`src/design/ulpi_pkg.sv`:
```
package ulpi_pkg;

  // ULPI command codes in the upper two bits of a link byte
  typedef enum logic [1:0] {
    CMD_SPECIAL  = 2'b00,
    CMD_TRANSMIT = 2'b01,
    CMD_REG_WR   = 2'b10,
    CMD_REG_RD   = 2'b11
  } ulpi_cmd_e;

  // PID view, check nibble above the PID
  typedef struct packed {
    logic [3:0] check;
    logic [3:0] pid;
  } pid_view_t;

  // Link command view
  typedef struct packed {
    ulpi_cmd_e  code;
    logic [5:0] payload;
  } cmd_view_t;

  // One bus byte, read either as a PID or as a command
  typedef union packed {
    pid_view_t tok;
    cmd_view_t cmd;
  } ulpi_byte_u;

  typedef struct packed {
    logic       valid;
    logic       last;
    logic [7:0] data;
  } byte_stream_t;

  // Reported with the last beat of a received packet
  typedef struct packed {
    logic pid_err;
    logic abort;
  } rx_status_t;

  // Check nibble must be the inverse of the PID
  function automatic logic pid_ok(ulpi_byte_u b);
    return b.tok.check == ~b.tok.pid;
  endfunction

  // Full PID byte from a bare 4-bit PID
  function automatic ulpi_byte_u make_pid_byte(logic [3:0] pid);
    ulpi_byte_u b;
    b.tok.check = ~pid;
    b.tok.pid   = pid;
    return b;
  endfunction

  // Transmit command carrying the PID in its low bits
  function automatic ulpi_byte_u make_tx_cmd(logic [3:0] pid);
    ulpi_byte_u b;
    b.cmd.code    = CMD_TRANSMIT;
    b.cmd.payload = {2'b00, pid};
    return b;
  endfunction

endpackage

```
`src/design/ulpi_phy_emu.sv`:
```
`timescale 1ns/1ps

module ulpi_phy_emu import ulpi_pkg::*; #(
  parameter int DATA_W = 8
) (
  input  logic         clock,
  input  logic         rst_n_i,
  input  logic         stp_i,
  input  ulpi_byte_u   link_data_i,
  input  byte_stream_t line_in_i,
  input  logic         line_out_ready_i,
  output logic         dir_o,
  output logic         nxt_o,
  output ulpi_byte_u   phy_data_o,
  output logic         line_in_ready_o,
  output byte_stream_t line_out_o
);

  localparam int NIB_W = DATA_W / 2;

  typedef enum logic [1:0] {
    ST_IDLE,
    ST_SEND,
    ST_RECV,
    ST_STOP
  } state_e;

  state_e            state_q;
  logic              dir_q;
  logic              dir_d;
  logic              nxt_q;
  logic              cmd_pend_q;
  logic              pend_valid_q;
  logic [DATA_W-1:0] pend_data_q;
  byte_stream_t      out_q;

  logic             turn;
  logic             tx_cmd;
  logic             send_nxt;
  logic             take;
  logic             out_room;
  logic             move;
  logic             out_busy_next;
  logic [NIB_W-1:0] cmd_pid;

  assign turn   = dir_q != dir_d;
  assign tx_cmd = link_data_i.cmd.code == CMD_TRANSMIT;
  assign cmd_pid = link_data_i.cmd.payload[NIB_W-1:0];

  // Line-in bytes go straight onto the bus, one per cycle with nxt
  assign send_nxt        = (state_q == ST_SEND) && !turn && line_in_i.valid;
  assign line_in_ready_o = send_nxt;
  assign phy_data_o      = line_in_i.data;
  assign dir_o           = dir_q;
  assign nxt_o           = send_nxt || nxt_q;
  assign line_out_o      = out_q;

  always_comb begin
    out_room = !out_q.valid || line_out_ready_i;
    take     = (state_q == ST_RECV) && nxt_q && !stp_i;
    // Pending byte leaves when its successor arrives or at stp
    move     = (take && !cmd_pend_q && pend_valid_q) ||
               ((state_q == ST_STOP) && out_room && pend_valid_q);
    out_busy_next = move || (out_q.valid && !line_out_ready_i);
  end

  always_ff @(posedge clock or negedge rst_n_i) begin
    if (!rst_n_i) begin
      state_q      <= ST_IDLE;
      dir_q        <= 1'b0;
      dir_d        <= 1'b0;
      nxt_q        <= 1'b0;
      cmd_pend_q   <= 1'b0;
      pend_valid_q <= 1'b0;
      out_q        <= '0;
    end else begin
      dir_d <= dir_q;

      if (move) begin
        out_q.valid <= 1'b1;
        out_q.last  <= (state_q == ST_STOP);
        out_q.data  <= pend_data_q;
      end else if (out_q.valid && line_out_ready_i) begin
        out_q.valid <= 1'b0;
      end

      case (state_q)
        ST_IDLE: begin
          if (line_in_i.valid) begin
            // Receive has precedence over a waiting TX command
            dir_q   <= 1'b1;
            state_q <= ST_SEND;
          end else if (!turn && tx_cmd) begin
            state_q      <= ST_RECV;
            cmd_pend_q   <= 1'b1;
            pend_valid_q <= 1'b1;
            nxt_q        <= !out_busy_next;
          end
        end

        ST_SEND: begin
          if (send_nxt && line_in_i.last) begin
            dir_q   <= 1'b0;
            state_q <= ST_IDLE;
          end
        end

        ST_RECV: begin
          if (stp_i) begin
            nxt_q   <= 1'b0;
            state_q <= ST_STOP;
          end else begin
            nxt_q <= !out_busy_next;
            if (take) begin
              cmd_pend_q <= 1'b0;
            end
          end
        end

        default: begin
          // Flush the held byte as the last one
          if (move) begin
            pend_valid_q <= 1'b0;
            state_q      <= ST_IDLE;
          end
        end
      endcase
    end
  end

  // Held byte, restored PID first, then payload
  always_ff @(posedge clock) begin
    if ((state_q == ST_IDLE) && !line_in_i.valid && !turn && tx_cmd) begin
      pend_data_q <= {~cmd_pid, cmd_pid};
    end else if (take && !cmd_pend_q) begin
      pend_data_q <= link_data_i;
    end
  end

  assert property (@(posedge clock) disable iff (!rst_n_i)
    (dir_q && !dir_d) |-> !nxt_o)
    else $error("nxt raised in turnaround after dir rise");

endmodule

```
`src/design/ulpi_link_tx.sv`:
```
`timescale 1ns/1ps

module ulpi_link_tx import ulpi_pkg::*; #(
  parameter int DATA_W = 8
) (
  input  logic         clock,
  input  logic         rst_n_i,
  input  byte_stream_t host_tx_i,
  input  logic         dir_i,
  input  logic         nxt_i,
  output logic         host_tx_ready_o,
  output ulpi_byte_u   link_data_o,
  output logic         stp_o
);

  typedef enum logic [1:0] {
    ST_IDLE,
    ST_CMD,
    ST_DATA
  } state_e;

  state_e     state_q;
  logic       armed_q;
  logic       stp_q;
  logic       last_q;
  ulpi_byte_u cmd_q;

  logic                  accept;
  logic [DATA_W/2-1:0]   pid_w;

  assign pid_w = host_tx_i.data[DATA_W/2-1:0];

  // Payload moves only in cycles where the PHY signals nxt
  always_comb begin
    case (state_q)
      ST_IDLE: host_tx_ready_o = armed_q && !dir_i && !stp_q;
      ST_DATA: host_tx_ready_o = nxt_i && !dir_i;
      default: host_tx_ready_o = 1'b0;
    endcase
  end

  assign accept = host_tx_i.valid && host_tx_ready_o;

  // The host keeps valid high within a packet, so the bus byte is always real
  always_comb begin
    case (state_q)
      ST_CMD:  link_data_o = cmd_q;
      ST_DATA: link_data_o = host_tx_i.data;
      default: link_data_o = '0;
    endcase
  end

  assign stp_o = stp_q;

  always_ff @(posedge clock or negedge rst_n_i) begin
    if (!rst_n_i) begin
      state_q <= ST_IDLE;
      armed_q <= 1'b0;
      stp_q   <= 1'b0;
      last_q  <= 1'b0;
      cmd_q   <= '0;
    end else begin
      armed_q <= 1'b1;
      stp_q   <= 1'b0;

      case (state_q)
        ST_IDLE: begin
          if (accept) begin
            cmd_q   <= make_tx_cmd(pid_w);
            last_q  <= host_tx_i.last;
            state_q <= ST_CMD;
          end
        end

        ST_CMD: begin
          // While dir is high the command just waits for the bus
          if (nxt_i && !dir_i) begin
            if (last_q) begin
              stp_q   <= 1'b1;
              state_q <= ST_IDLE;
            end else begin
              state_q <= ST_DATA;
            end
          end
        end

        default: begin
          if (accept && host_tx_i.last) begin
            stp_q   <= 1'b1;
            state_q <= ST_IDLE;
          end
        end
      endcase
    end
  end

  assert property (@(posedge clock) disable iff (!rst_n_i)
    stp_o |-> !dir_i)
    else $error("stp driven while PHY owns the bus");

endmodule

```
`src/design/ulpi_link_rx.sv`:
```
`timescale 1ns/1ps

module ulpi_link_rx import ulpi_pkg::*; #(
  parameter int DATA_W = 8
) (
  input  logic         clock,
  input  logic         rst_n_i,
  input  logic         dir_i,
  input  logic         nxt_i,
  input  ulpi_byte_u   phy_data_i,
  input  logic         host_rx_ready_i,
  output byte_stream_t host_rx_o,
  output rx_status_t   rx_status_o
);

  logic              dir_d;
  logic              first_q;
  logic              h_valid;
  logic              h_last;
  logic              h_err;
  logic              h_abort;
  logic [DATA_W-1:0] h_data;
  byte_stream_t      out_q;
  rx_status_t        status_q;

  logic turn;
  logic take;
  logic out_free;
  logic release_h;
  logic rel_last;

  assign turn     = dir_i != dir_d;
  assign take     = dir_i && !turn && nxt_i;
  assign out_free = !out_q.valid || host_rx_ready_i;

  // Held byte goes out when the next one arrives or once dir is low
  assign release_h = h_valid && (take || (!dir_i && out_free));
  assign rel_last  = h_last || !dir_i;

  assign host_rx_o   = out_q;
  assign rx_status_o = status_q;

  always_ff @(posedge clock or negedge rst_n_i) begin
    if (!rst_n_i) begin
      dir_d    <= 1'b0;
      first_q  <= 1'b0;
      h_valid  <= 1'b0;
      h_last   <= 1'b0;
      h_err    <= 1'b0;
      h_abort  <= 1'b0;
      out_q    <= '0;
      status_q <= '0;
    end else begin
      dir_d <= dir_i;

      if (out_q.valid && host_rx_ready_i) begin
        out_q.valid <= 1'b0;
      end

      if (release_h) begin
        out_q.valid <= 1'b1;
        out_q.last  <= rel_last;
        out_q.data  <= h_data;
        status_q    <= rel_last ? '{pid_err: h_err, abort: h_abort} : '0;
        h_valid     <= 1'b0;
      end

      if (!dir_i && h_valid) begin
        h_last <= 1'b1;
      end

      // New packet began before the old last beat got out
      if (dir_i && !dir_d) begin
        first_q <= 1'b1;
        if (h_valid) begin
          h_abort <= 1'b1;
        end
      end

      if (take) begin
        h_valid <= 1'b1;
        h_last  <= 1'b0;
        h_abort <= 1'b0;
        first_q <= 1'b0;
        if (first_q) begin
          h_err <= !pid_ok(phy_data_i);
        end
      end
    end
  end

  always_ff @(posedge clock) begin
    if (take) begin
      h_data <= phy_data_i;
    end
  end

  assert property (@(posedge clock) disable iff (!rst_n_i)
    $rose(host_rx_o.valid) |-> !$past(dir_i && turn))
    else $error("host_rx valid raised from a turnaround cycle");

endmodule

```
`src/design/ulpi_loopback_top.sv`:
```
`timescale 1ns/1ps

module ulpi_loopback_top import ulpi_pkg::*; #(
  parameter int DATA_W = 8
) (
  input  logic         clock,
  input  logic         rst_n_i,
  input  byte_stream_t host_tx_i,
  input  logic         host_rx_ready_i,
  input  byte_stream_t line_in_i,
  input  logic         line_out_ready_i,
  output logic         host_tx_ready_o,
  output byte_stream_t host_rx_o,
  output rx_status_t   rx_status_o,
  output logic         line_in_ready_o,
  output byte_stream_t line_out_o
);

  logic         dir;
  logic         nxt;
  logic         stp;
  ulpi_byte_u   phy_data;
  ulpi_byte_u   link_data;
  ulpi_byte_u   ulpi_data;
  byte_stream_t phy_line_in;
  logic         phy_in_ready;

  // dir picks which one-way bus carries the data
  assign ulpi_data = dir ? phy_data : link_data;

  // Receive stalls at the PHY while the host side is not ready
  always_comb begin
    phy_line_in       = line_in_i;
    phy_line_in.valid = line_in_i.valid && host_rx_ready_i;
  end

  assign line_in_ready_o = phy_in_ready && host_rx_ready_i;

  ulpi_link_tx #(.DATA_W(DATA_W)) u_link_tx (
    .clock           (clock),
    .rst_n_i         (rst_n_i),
    .host_tx_i       (host_tx_i),
    .dir_i           (dir),
    .nxt_i           (nxt),
    .host_tx_ready_o (host_tx_ready_o),
    .link_data_o     (link_data),
    .stp_o           (stp)
  );

  ulpi_link_rx #(.DATA_W(DATA_W)) u_link_rx (
    .clock           (clock),
    .rst_n_i         (rst_n_i),
    .dir_i           (dir),
    .nxt_i           (nxt),
    .phy_data_i      (ulpi_data),
    .host_rx_ready_i (host_rx_ready_i),
    .host_rx_o       (host_rx_o),
    .rx_status_o     (rx_status_o)
  );

  ulpi_phy_emu #(.DATA_W(DATA_W)) u_phy_emu (
    .clock            (clock),
    .rst_n_i          (rst_n_i),
    .stp_i            (stp),
    .link_data_i      (ulpi_data),
    .line_in_i        (phy_line_in),
    .line_out_ready_i (line_out_ready_i),
    .dir_o            (dir),
    .nxt_o            (nxt),
    .phy_data_o       (phy_data),
    .line_in_ready_o  (phy_in_ready),
    .line_out_o       (line_out_o)
  );

endmodule

```
`config.mk`:
```
export PLATFORM = sky130hd
export DESIGN_NAME = ulpi_loopback_top
export DESIGN_NICKNAME = d
export VERILOG_FILES = /design/src/design/ulpi_pkg.sv /design/src/design/ulpi_phy_emu.sv /design/src/design/ulpi_link_tx.sv /design/src/design/ulpi_link_rx.sv /design/src/design/ulpi_loopback_top.sv
export SDC_FILE = /design/constraint.sdc
export NUM_CORES = 1
export LEC_CHECK = 0
export ABC_AREA = 1
export ABC_CLOCK_PERIOD_IN_PS = 3230
export BUFFER_PORTS_ARGS = -buffer_cell sky130_fd_sc_hd__buf_2
export CAP_MARGIN = 5
export CORE_ASPECT_RATIO = 1.5
export CORE_MARGIN = 3
export CORE_UTILIZATION = 51
export DETAILED_ROUTE_END_ITERATION = 10
export GPL_TIMING_DRIVEN = 1
export PLACE_DENSITY = 0.81
export SYNTH_ARGS = -nofsm -noshare
export SYNTH_HDL_FRONTEND = slang
export SYNTH_SLANG_ARGS = --single-unit
```
`constraint.sdc`:
```
create_clock -name clock -period 3.23 [get_ports clock]
set_clock_uncertainty 0.15 [all_clocks]
set_input_delay 0.323 -clock clock [delete_from_list [all_inputs] [get_ports clock]]
set_output_delay 0.323 -clock clock [all_outputs]
set_load 0.01 [all_outputs]
```
==> summary.md, run 1 <==
| Metric | Value |
|---|---|
| Outcome | finished with violations |
| Violated checks | hold timing |
| Clock latency of the later-clocked register in the worst-skew pair | 0.33 ns |
| Hold Vio Cnt, Final | 16 |
| Post-route DRC violation count | 0 |
| Cells taking the most area after synthesis | dfrtp_1, nand2_1, edfxtp_1 |
| Sum of overflow across all layers after global routing | 0 |
| Slowest CP cell | dfrtp_1 |
| Initial core utilization | 54.15% |
| Fraction of the core area covered by cells at the end of the flow | 64.07% |
| Worst Path Class, Setup | flop to output port |
| Critical path startpoint | u_phy_emu.dir_o |
| Portion of the clock cycle consumed by the worst path in the final layout | 73.39% |
| Post-CTS clock slew at the launch and capture registers of the worst setup and hold paths | 0.07 ns |
| Reg-to-reg slack, setup | 0.97 ns |
| Final worst path period need | 2.370 ns |
| Antenna violations before repair | 0 |
| Cts bufs inserted | 9 |
| # clock sinks | 60 |
| Min-delay worst type | input pin to asynchronous set/reset pin |
| Power per cell area | 1032 nW/um^2 |
| Fraction of the yosys area taken by sequential cells | 55.68% |
| Final number of max-transition violations | 0 |
| Final hold slack | -0.01517 ns |
| Synthesis warning total | 0 |
| Number of flops mapped to enable cells by yosys | 16 |
| TritonCTS clock tree | done |
| Dominant cell by count in the synthesized netlist | nand2_1 |
| Data arrival at the endpoint of the critical path | 1.90 ns |
| First-pass GRT wire length | 10030 um |
| Number of flip-flops and latches in the synthesized netlist | 60 |
| Final routed wirelength across all metal layers | 5818 um |
| Chip Width | 66.93 um |
| Detailed Routing Iterations Pass 1 | 5 |
| Vias per Instance | 4.965 |
| Psw | 1.398 mW |
| Largest area contributor in the netlist | dfrtp_1 |
| Maximum Capacitance Violations | 0 |
| Gp weighted congestion | 0.9972 |
| Worst setup path end | host_tx_ready_o |
| Number of buffers on the longest clock path | 2 |
| Peak ir drop on the vdd network | 0.5151 mV |
| Height of the die | 97.40 um |
| Number of placed I/O pins | 48 |
| Data required time of the critical path | 2.76 ns |
| Area growth syn-to-layout | 18.33% |
| Number of rows in the core area | 32 |
| Root buffer selected by CTS | clkbuf_8 |
| Diodes inserted | 0 |
| Cell chain of the critical path | ha_1 -> nand2_1 -> o21ai_2 -> nand2_1 -> nand2_2 -> buf_2 |
| Max incr delay on CP | 0.56 ns |
| Cts repair resizes | 0 |
| Cell count after synthesis | 325 |
| Portion of synthesized cell area occupied by the leading cell type | 38.77% |
| Number of nets in the finished design | 413 |
| Sum of internal, switching and leakage power | 3.468 mW |
| Achievable clock frequency | 421.9 MHz |
| Count of hold-fix buffers inserted at cts | 0 |
| Proportion of total power due to net switching | 40.32% |
| Final routed wire length divided by cell count | 12.87 um |
| Mapped Avg Cell Area | 8.739 sq um |
| Post-Synthesis Net Count | 359 |
| Destination of the worst register-to-register timing path | u_link_rx.h_err |
| Crit path top cell by count | nand2_1 |
| Combinational share of power | 40.1% |
| Die area | 6519 sq um |
| Async SR Flop Fraction | 73.33% |
| H-Tree Level Count | 3 |
| Internal Dissipation | 2.070 mW |
| Startpoint of the worst register-to-register path | u_phy_emu.dir_o |
| Worst slew margin relative to its limit | 36.04% |
| Number of DRC markers in iteration 0 | 111 |
| Kind of capture point of the worst setup path | output port |
| Synth cell types | 26 |
| Clk pwr share | 21.8% |
| Area of the placeable core | 5245 sq um |
| Setup violations, final | 0 |
| Number of global-route vias before repair | 2297 |
| Number of vias in the routed layout | 2244 |
| Largest net degree at the start of global routing | 45 |
| Standby leakage power | 1.771 nW |
| Tightest Pin Transition | 0.9594 ns |
| Setup bufs post-CTS | 0 |
| Maximum fanout along the worst path | 15 |
| Total negative slack | 0 ns |
| Top post-synthesis cells by count | nand2_1, dfrtp_1, inv_1, edfxtp_1, o21ai_0 |
| IO buf count | 47 |
| Most common flop cell mapped by yosys | dfrtp_1 |
| Half-perimeter wire length of the detailed placement result | 4395 um |
| Ratio of cells with drive above 1 in the final layout | 22.14% |
| All-Layer GR Usage | 20.53% |
| Synthesized cell area | 2840 sq um |
| Sequential Power Share | 38.1% |
| RSZ-0062 raised after global routing | false |
| Startpoint types | flop |
| Detail Route Antenna Nets | 0 |
| R2r worst-path depth | 8 |
-- power groups by stage --
stage	registers [mW]	logic [mW]	clock network (mW)
after floorplan	1.35	0.991	0
after global placement	1.32	1.35	0
after detailed placement	1.33	1.39	0
after CTS	1.32	1.41	0.775
after global routing	1.36	1.60	0.807
final	1.32	1.39	0.755
-- per-layer routing --
metal / share of wire, % / track usage, % / vias up
met5: 0 / 0 / -
met4: 1.6 / 10.94 / 0
met3: 4.3 / 4.745 / 7
met2: 55 / 35.02 / 54
met1: 39 / 22.94 / 1048
li1: - / - / 1135
-- critical path, delay by kind of cell (launching register included) --
family | cells | cell delay, ns
fa+ha+maj | 1 | 0.44
simple gates | 3 | 0.27
flops | 1 | 0.56
compound gates | 1 | 0.17
buf+inv | 1 | 0.13
-- area by class of cell --
cell class                      instances  area, sq um
Clock buffer                           11        141.4
Clock inverter                          5        83.83
Fill cell                             445         1884
Inverter                               37        141.4
Multi-Input combinational cell        224         1092
Sequential cell                        60         1582
Tap cell                               68        85.08
Timing Repair Buffer                   47        235.2
-- kinds of logic (layout without fill, tap and decap cells) --
logic type,count (synthesis),after routing,share of synthesized area (%)
AOI/OAI and AO/OA,30,30,6.652
adders and majority gates,10,10,4.405
DFF,60,60,55.68
and+or+nand+nor,183,183,27.27
buffers and inverters,41,100,5.859
other,1,1,0.1320
-- stage by stage --
stage	setup WS, ns	cells	cell area [sq um]	hold WS [ns]
after CTS	0.8295	452	3361	0.01979
after global placement	1.025	436	3136	0.2715
after global routing	0.7235	452	3361	0.05536
after detailed placement	0.9629	436	3136	0.2837
after floorplan	1.371	325	2840	-0.1226
final	0.8595	452	3361	-0.01517
-- worst min path at each step --
stage | start | to | slack [ns] | cells past startpoint
2_1_floorplan | rst_n_i | u_link_rx.first_q | -0.12 | 0
3_3_place_gp | u_link_rx.h_data[2] | u_link_rx.host_rx_o[2] | 0.27 | 2
3_5_place_dp | u_phy_emu.pend_data_q[6] | u_phy_emu.line_out_o[6] | 0.28 | 2
4_1_cts | rst_n_i | u_link_rx.host_rx_o[5] | 0.02 | 1
5_1_grt | rst_n_i | u_link_rx.host_rx_o[5] | 0.06 | 1
6_report | rst_n_i | u_link_rx.host_rx_o[5] | -0.02 | 1
-- state kept, by name, summed over array words and instances, names as in the netlist, 2 cells and up --
name and flops:
u_link_rx.host_rx_o 10, u_phy_emu.line_out_o 10, u_link_rx.h_data 8, u_phy_emu.pend_data_q 8, u_link_tx.cmd_q 5, u_link_rx.rx_status_o 2, u_link_tx.state_q 2, u_phy_emu.state_q 2
-- cells in the final DEF, fill, tap and decap left out, drive strengths merged, types with 10 or more instances in the layout --
| cell type | instances |
|---|---|
| nand2 | 147 |
| buf | 47 |
| dfrtp | 44 |
| inv | 38 |
| o21ai | 20 |
| edfxtp | 16 |
| nor2 | 16 |
| nand3 | 11 |
| clkbuf | 11 |
| ha | 10 |
(Power assumes the default switching activity.)
==> inputs of run 2 (changes only) <==
--- a/config.mk
+++ b/config.mk
@@ -5,8 +5,8 @@
 export SDC_FILE = /design/constraint.sdc
 export NUM_CORES = 1
 export LEC_CHECK = 0
-export ABC_AREA = 1
-export ABC_CLOCK_PERIOD_IN_PS = 3230
+export ABC_AREA = 0
+export ABC_CLOCK_PERIOD_IN_PS = 2300
 export BUFFER_PORTS_ARGS = -buffer_cell sky130_fd_sc_hd__buf_2
 export CAP_MARGIN = 5
 export CORE_ASPECT_RATIO = 1.5
==> constraint.sdc (replaced) <==
create_clock -name clock -period 2.3 [get_ports clock]
set_clock_uncertainty 0.15 [all_clocks]
set_input_delay 0.23 -clock clock [delete_from_list [all_inputs] [get_ports clock]]
set_output_delay 0.23 -clock clock [all_outputs]
set_load 0.01 [all_outputs]
==> run 2 against run 1 <==
Against the previous run: the flow now finishes without violations; flip-flop and latch count stayed put; sequential power up 41%; non-clock buffer count is 18 higher; cell area grew 7.7%; final cell count down 13%; die area is 4.0% higher; utilization up 1.4 points; worst setup slack got worse by 0.80 ns; total power up 47%; first-iteration DRC count fell by 8.1%; highest routed layer unchanged.
==> summary.md, run 2 <==
| Metric | Value |
|---|---|
| Outcome | completed |
| Synthesis warning total | 0 |
| Worst Path Class, Setup | flop to flop |
| Final number of max-transition violations | 0 |
| Min-delay worst type | input pin to flop |
| Number of global-route vias before repair | 2232 |
| First-pass GRT wire length | 10410 um |
| Clock latency of the later-clocked register in the worst-skew pair | 0.33 ns |
| Fraction of the yosys area taken by sequential cells | 53.38% |
| Async SR Flop Fraction | 73.33% |
| Chip Width | 68.24 um |
| Largest area contributor in the netlist | dfrtp_1 |
| Height of the die | 99.35 um |
| Detail Route Antenna Nets | 0 |
| Final routed wirelength across all metal layers | 6340 um |
| IO buf count | 47 |
| Mapped Avg Cell Area | 11.85 sq um |
| Final hold slack | 0.01762 ns |
| Dominant cell by count in the synthesized netlist | dfrtp_1 |
| Synthesized cell area | 2963 sq um |
| Number of vias in the routed layout | 2198 |
| Top post-synthesis cells by count | dfrtp_1, nand2_1, mux2_2, edfxtp_1, inv_1 |
| Total negative slack | 0 ns |
| Startpoint types | flop |
| Number of placed I/O pins | 48 |
| Portion of the clock cycle consumed by the worst path in the final layout | 97.50% |
| Setup bufs post-CTS | 0 |
| Half-perimeter wire length of the detailed placement result | 4627 um |
| Area of the placeable core | 5533 sq um |
| Maximum fanout along the worst path | 6 |
| Number of buffers on the longest clock path | 2 |
| Number of flip-flops and latches in the synthesized netlist | 60 |
| Number of rows in the core area | 33 |
| Ratio of cells with drive above 1 in the final layout | 34.27% |
| Peak ir drop on the vdd network | 0.8018 mV |
| TritonCTS clock tree | done |
| Standby leakage power | 1.665 nW |
| Number of nets in the finished design | 350 |
| All-Layer GR Usage | 20.79% |
| Hold Vio Cnt, Final | 0 |
| Sum of overflow across all layers after global routing | 0 |
| Cells taking the most area after synthesis | dfrtp_1, edfxtp_1, mux2_2 |
| Data arrival at the endpoint of the critical path | 2.24 ns |
| Vias per Instance | 5.621 |
| Cts bufs inserted | 9 |
| Kind of capture point of the worst setup path | flop |
| Final routed wire length divided by cell count | 16.21 um |
| Portion of synthesized cell area occupied by the leading cell type | 37.16% |
| # clock sinks | 60 |
| Diodes inserted | 0 |
| Detailed Routing Iterations Pass 1 | 4 |
| Initial core utilization | 53.55% |
| Antenna violations before repair | 0 |
| Number of DRC markers in iteration 0 | 102 |
| Cell count after synthesis | 250 |
| R2r worst-path depth | 7 |
| Post-Synthesis Net Count | 284 |
| H-Tree Level Count | 3 |
| Achievable clock frequency | 445.9 MHz |
| Final worst path period need | 2.242 ns |
| Most frequent standard cell in the layout excluding fill and tap cells | buf_2 |
| Largest net degree at the start of global routing | 26 |
| Root buffer selected by CTS | clkbuf_8 |
| Die area | 6779 sq um |
| Most common flop cell mapped by yosys | dfrtp_1 |
| Worst Hold Path Cells | 2 |
| Most frequent cells in the layout | buf_2, dfrtp_1, nand2_1, mux2_2, edfxtp_1 |
| Number of flops mapped to enable cells by yosys | 16 |
| Gp weighted congestion | 0.8869 |
| Setup violations, final | 0 |
| Post-route DRC violation count | 0 |
| Post-CTS clock slew at the launch and capture registers of the worst setup and hold paths | 0.06 ns |
| Data required time of the critical path | 2.30 ns |
| Synth cell types | 51 |
| Power per cell area | 1410 nW/um^2 |
| Area growth syn-to-layout | 22.21% |
| Maximum Capacitance Violations | 0 |
run 2: changes by cell type after synthesis, moves of 6 or more:
cell	before	now
o31ai_1	0	6
nand2_2	7	0
inv_1	32	12
mux2_2	0	20
nand2_1	140	24
nand3_1	10	2
run 2: repair_timing:
action | CTS | global route
resized for setup | 0 | 5
hold endpoints to repair | 21 | 0
endpoints found under the setup margin | 0 | 18
hold buffers | 3 | 0
run 2: cells by family (layout without fill, tap and decap cells):
kind of cell	Yosys count	count (layout)	synth area share, %
flops	60	60	53.38
mux	29	29	11.49
simple gates	61	61	10.30
buf+inv	22	93	3.716
other cells	1	1	0.1266
xor+xnor	5	5	1.478
fa+ha+maj	10	10	4.223
compound gates	62	62	15.29
run 2: routing by layer:
metal / GRT usage [%] / vias up / routed length (um)
met5: 0 / - / 0
met4: 7.963 / 0 / 149
met3: 5.650 / 16 / 334
met2: 36.18 / 76 / 3441
met1: 23.49 / 1065 / 2415
li1: - / 1041 / -
run 2: area by class of cell:
class | count | area [sq um]
repair buffers | 65 | 402.9
clock inverters | 6 | 78.83
inverters | 12 | 45.04
multi-input cells | 168 | 1297
well taps | 70 | 87.58
fillers | 428 | 1912
clock buffers | 10 | 127.6
flip-flops and latches | 60 | 1582
run 2: per-stage QoR:
| stage | std cells | utilization [%] | setup slack, ns | total power [mW] | instance area, sq um |
|---|---|---|---|---|---|
| final | 391 | 65.45 | 0.05757 | 5.104 | 3621 |
| after global routing | 391 | 65.45 | -0.02261 | 5.454 | 3621 |
| after CTS | 391 | 65.08 | 0.06308 | 5.052 | 3601 |
| after detailed placement | 372 | 60.81 | 0.07218 | 4.042 | 3364 |
| after global placement | 372 | 60.81 | 0.1660 | 3.948 | 3364 |
| after floorplan | 250 | - | 0.1787 | 3.293 | 2969 |
run 2: final timing paths:
check,slack (ns),to,start
worst max-delay path,0.06,u_phy_emu.pend_data_q[4],u_link_tx.state_q[0]
worst min-delay path,0.02,u_link_tx.cmd_q[0],host_tx_i[0]
worst max register to register,0.06,u_phy_emu.pend_data_q[4],u_link_tx.state_q[0]
max in group asynchronous,1.21,u_link_rx.h_valid,rst_n_i
worst min register to register,0.33,u_link_rx.host_rx_o[4],u_link_rx.h_data[4]
min in group asynchronous,0.29,u_link_rx.host_rx_o[2],rst_n_i
run 2: worst max-delay path, stage by stage (launching register included):
cell     delay [ns]
dfrtp_1        0.38
inv_1          0.09
ha_1           0.34
inv_1          0.09
o31ai_4        0.30
nand3_4        0.15
nor2_1         0.26
mux2i_1        0.29
run 2: power by group:
group	switching (mW)	total, mW	leakage (nW)	internal, mW
Sequential	0.273	1.86	0.696	1.58
Clock	0.393	0.993	0.107	0.601
Combinational	1.20	2.25	0.862	1.05
Total	1.87	5.10	1.67	3.24
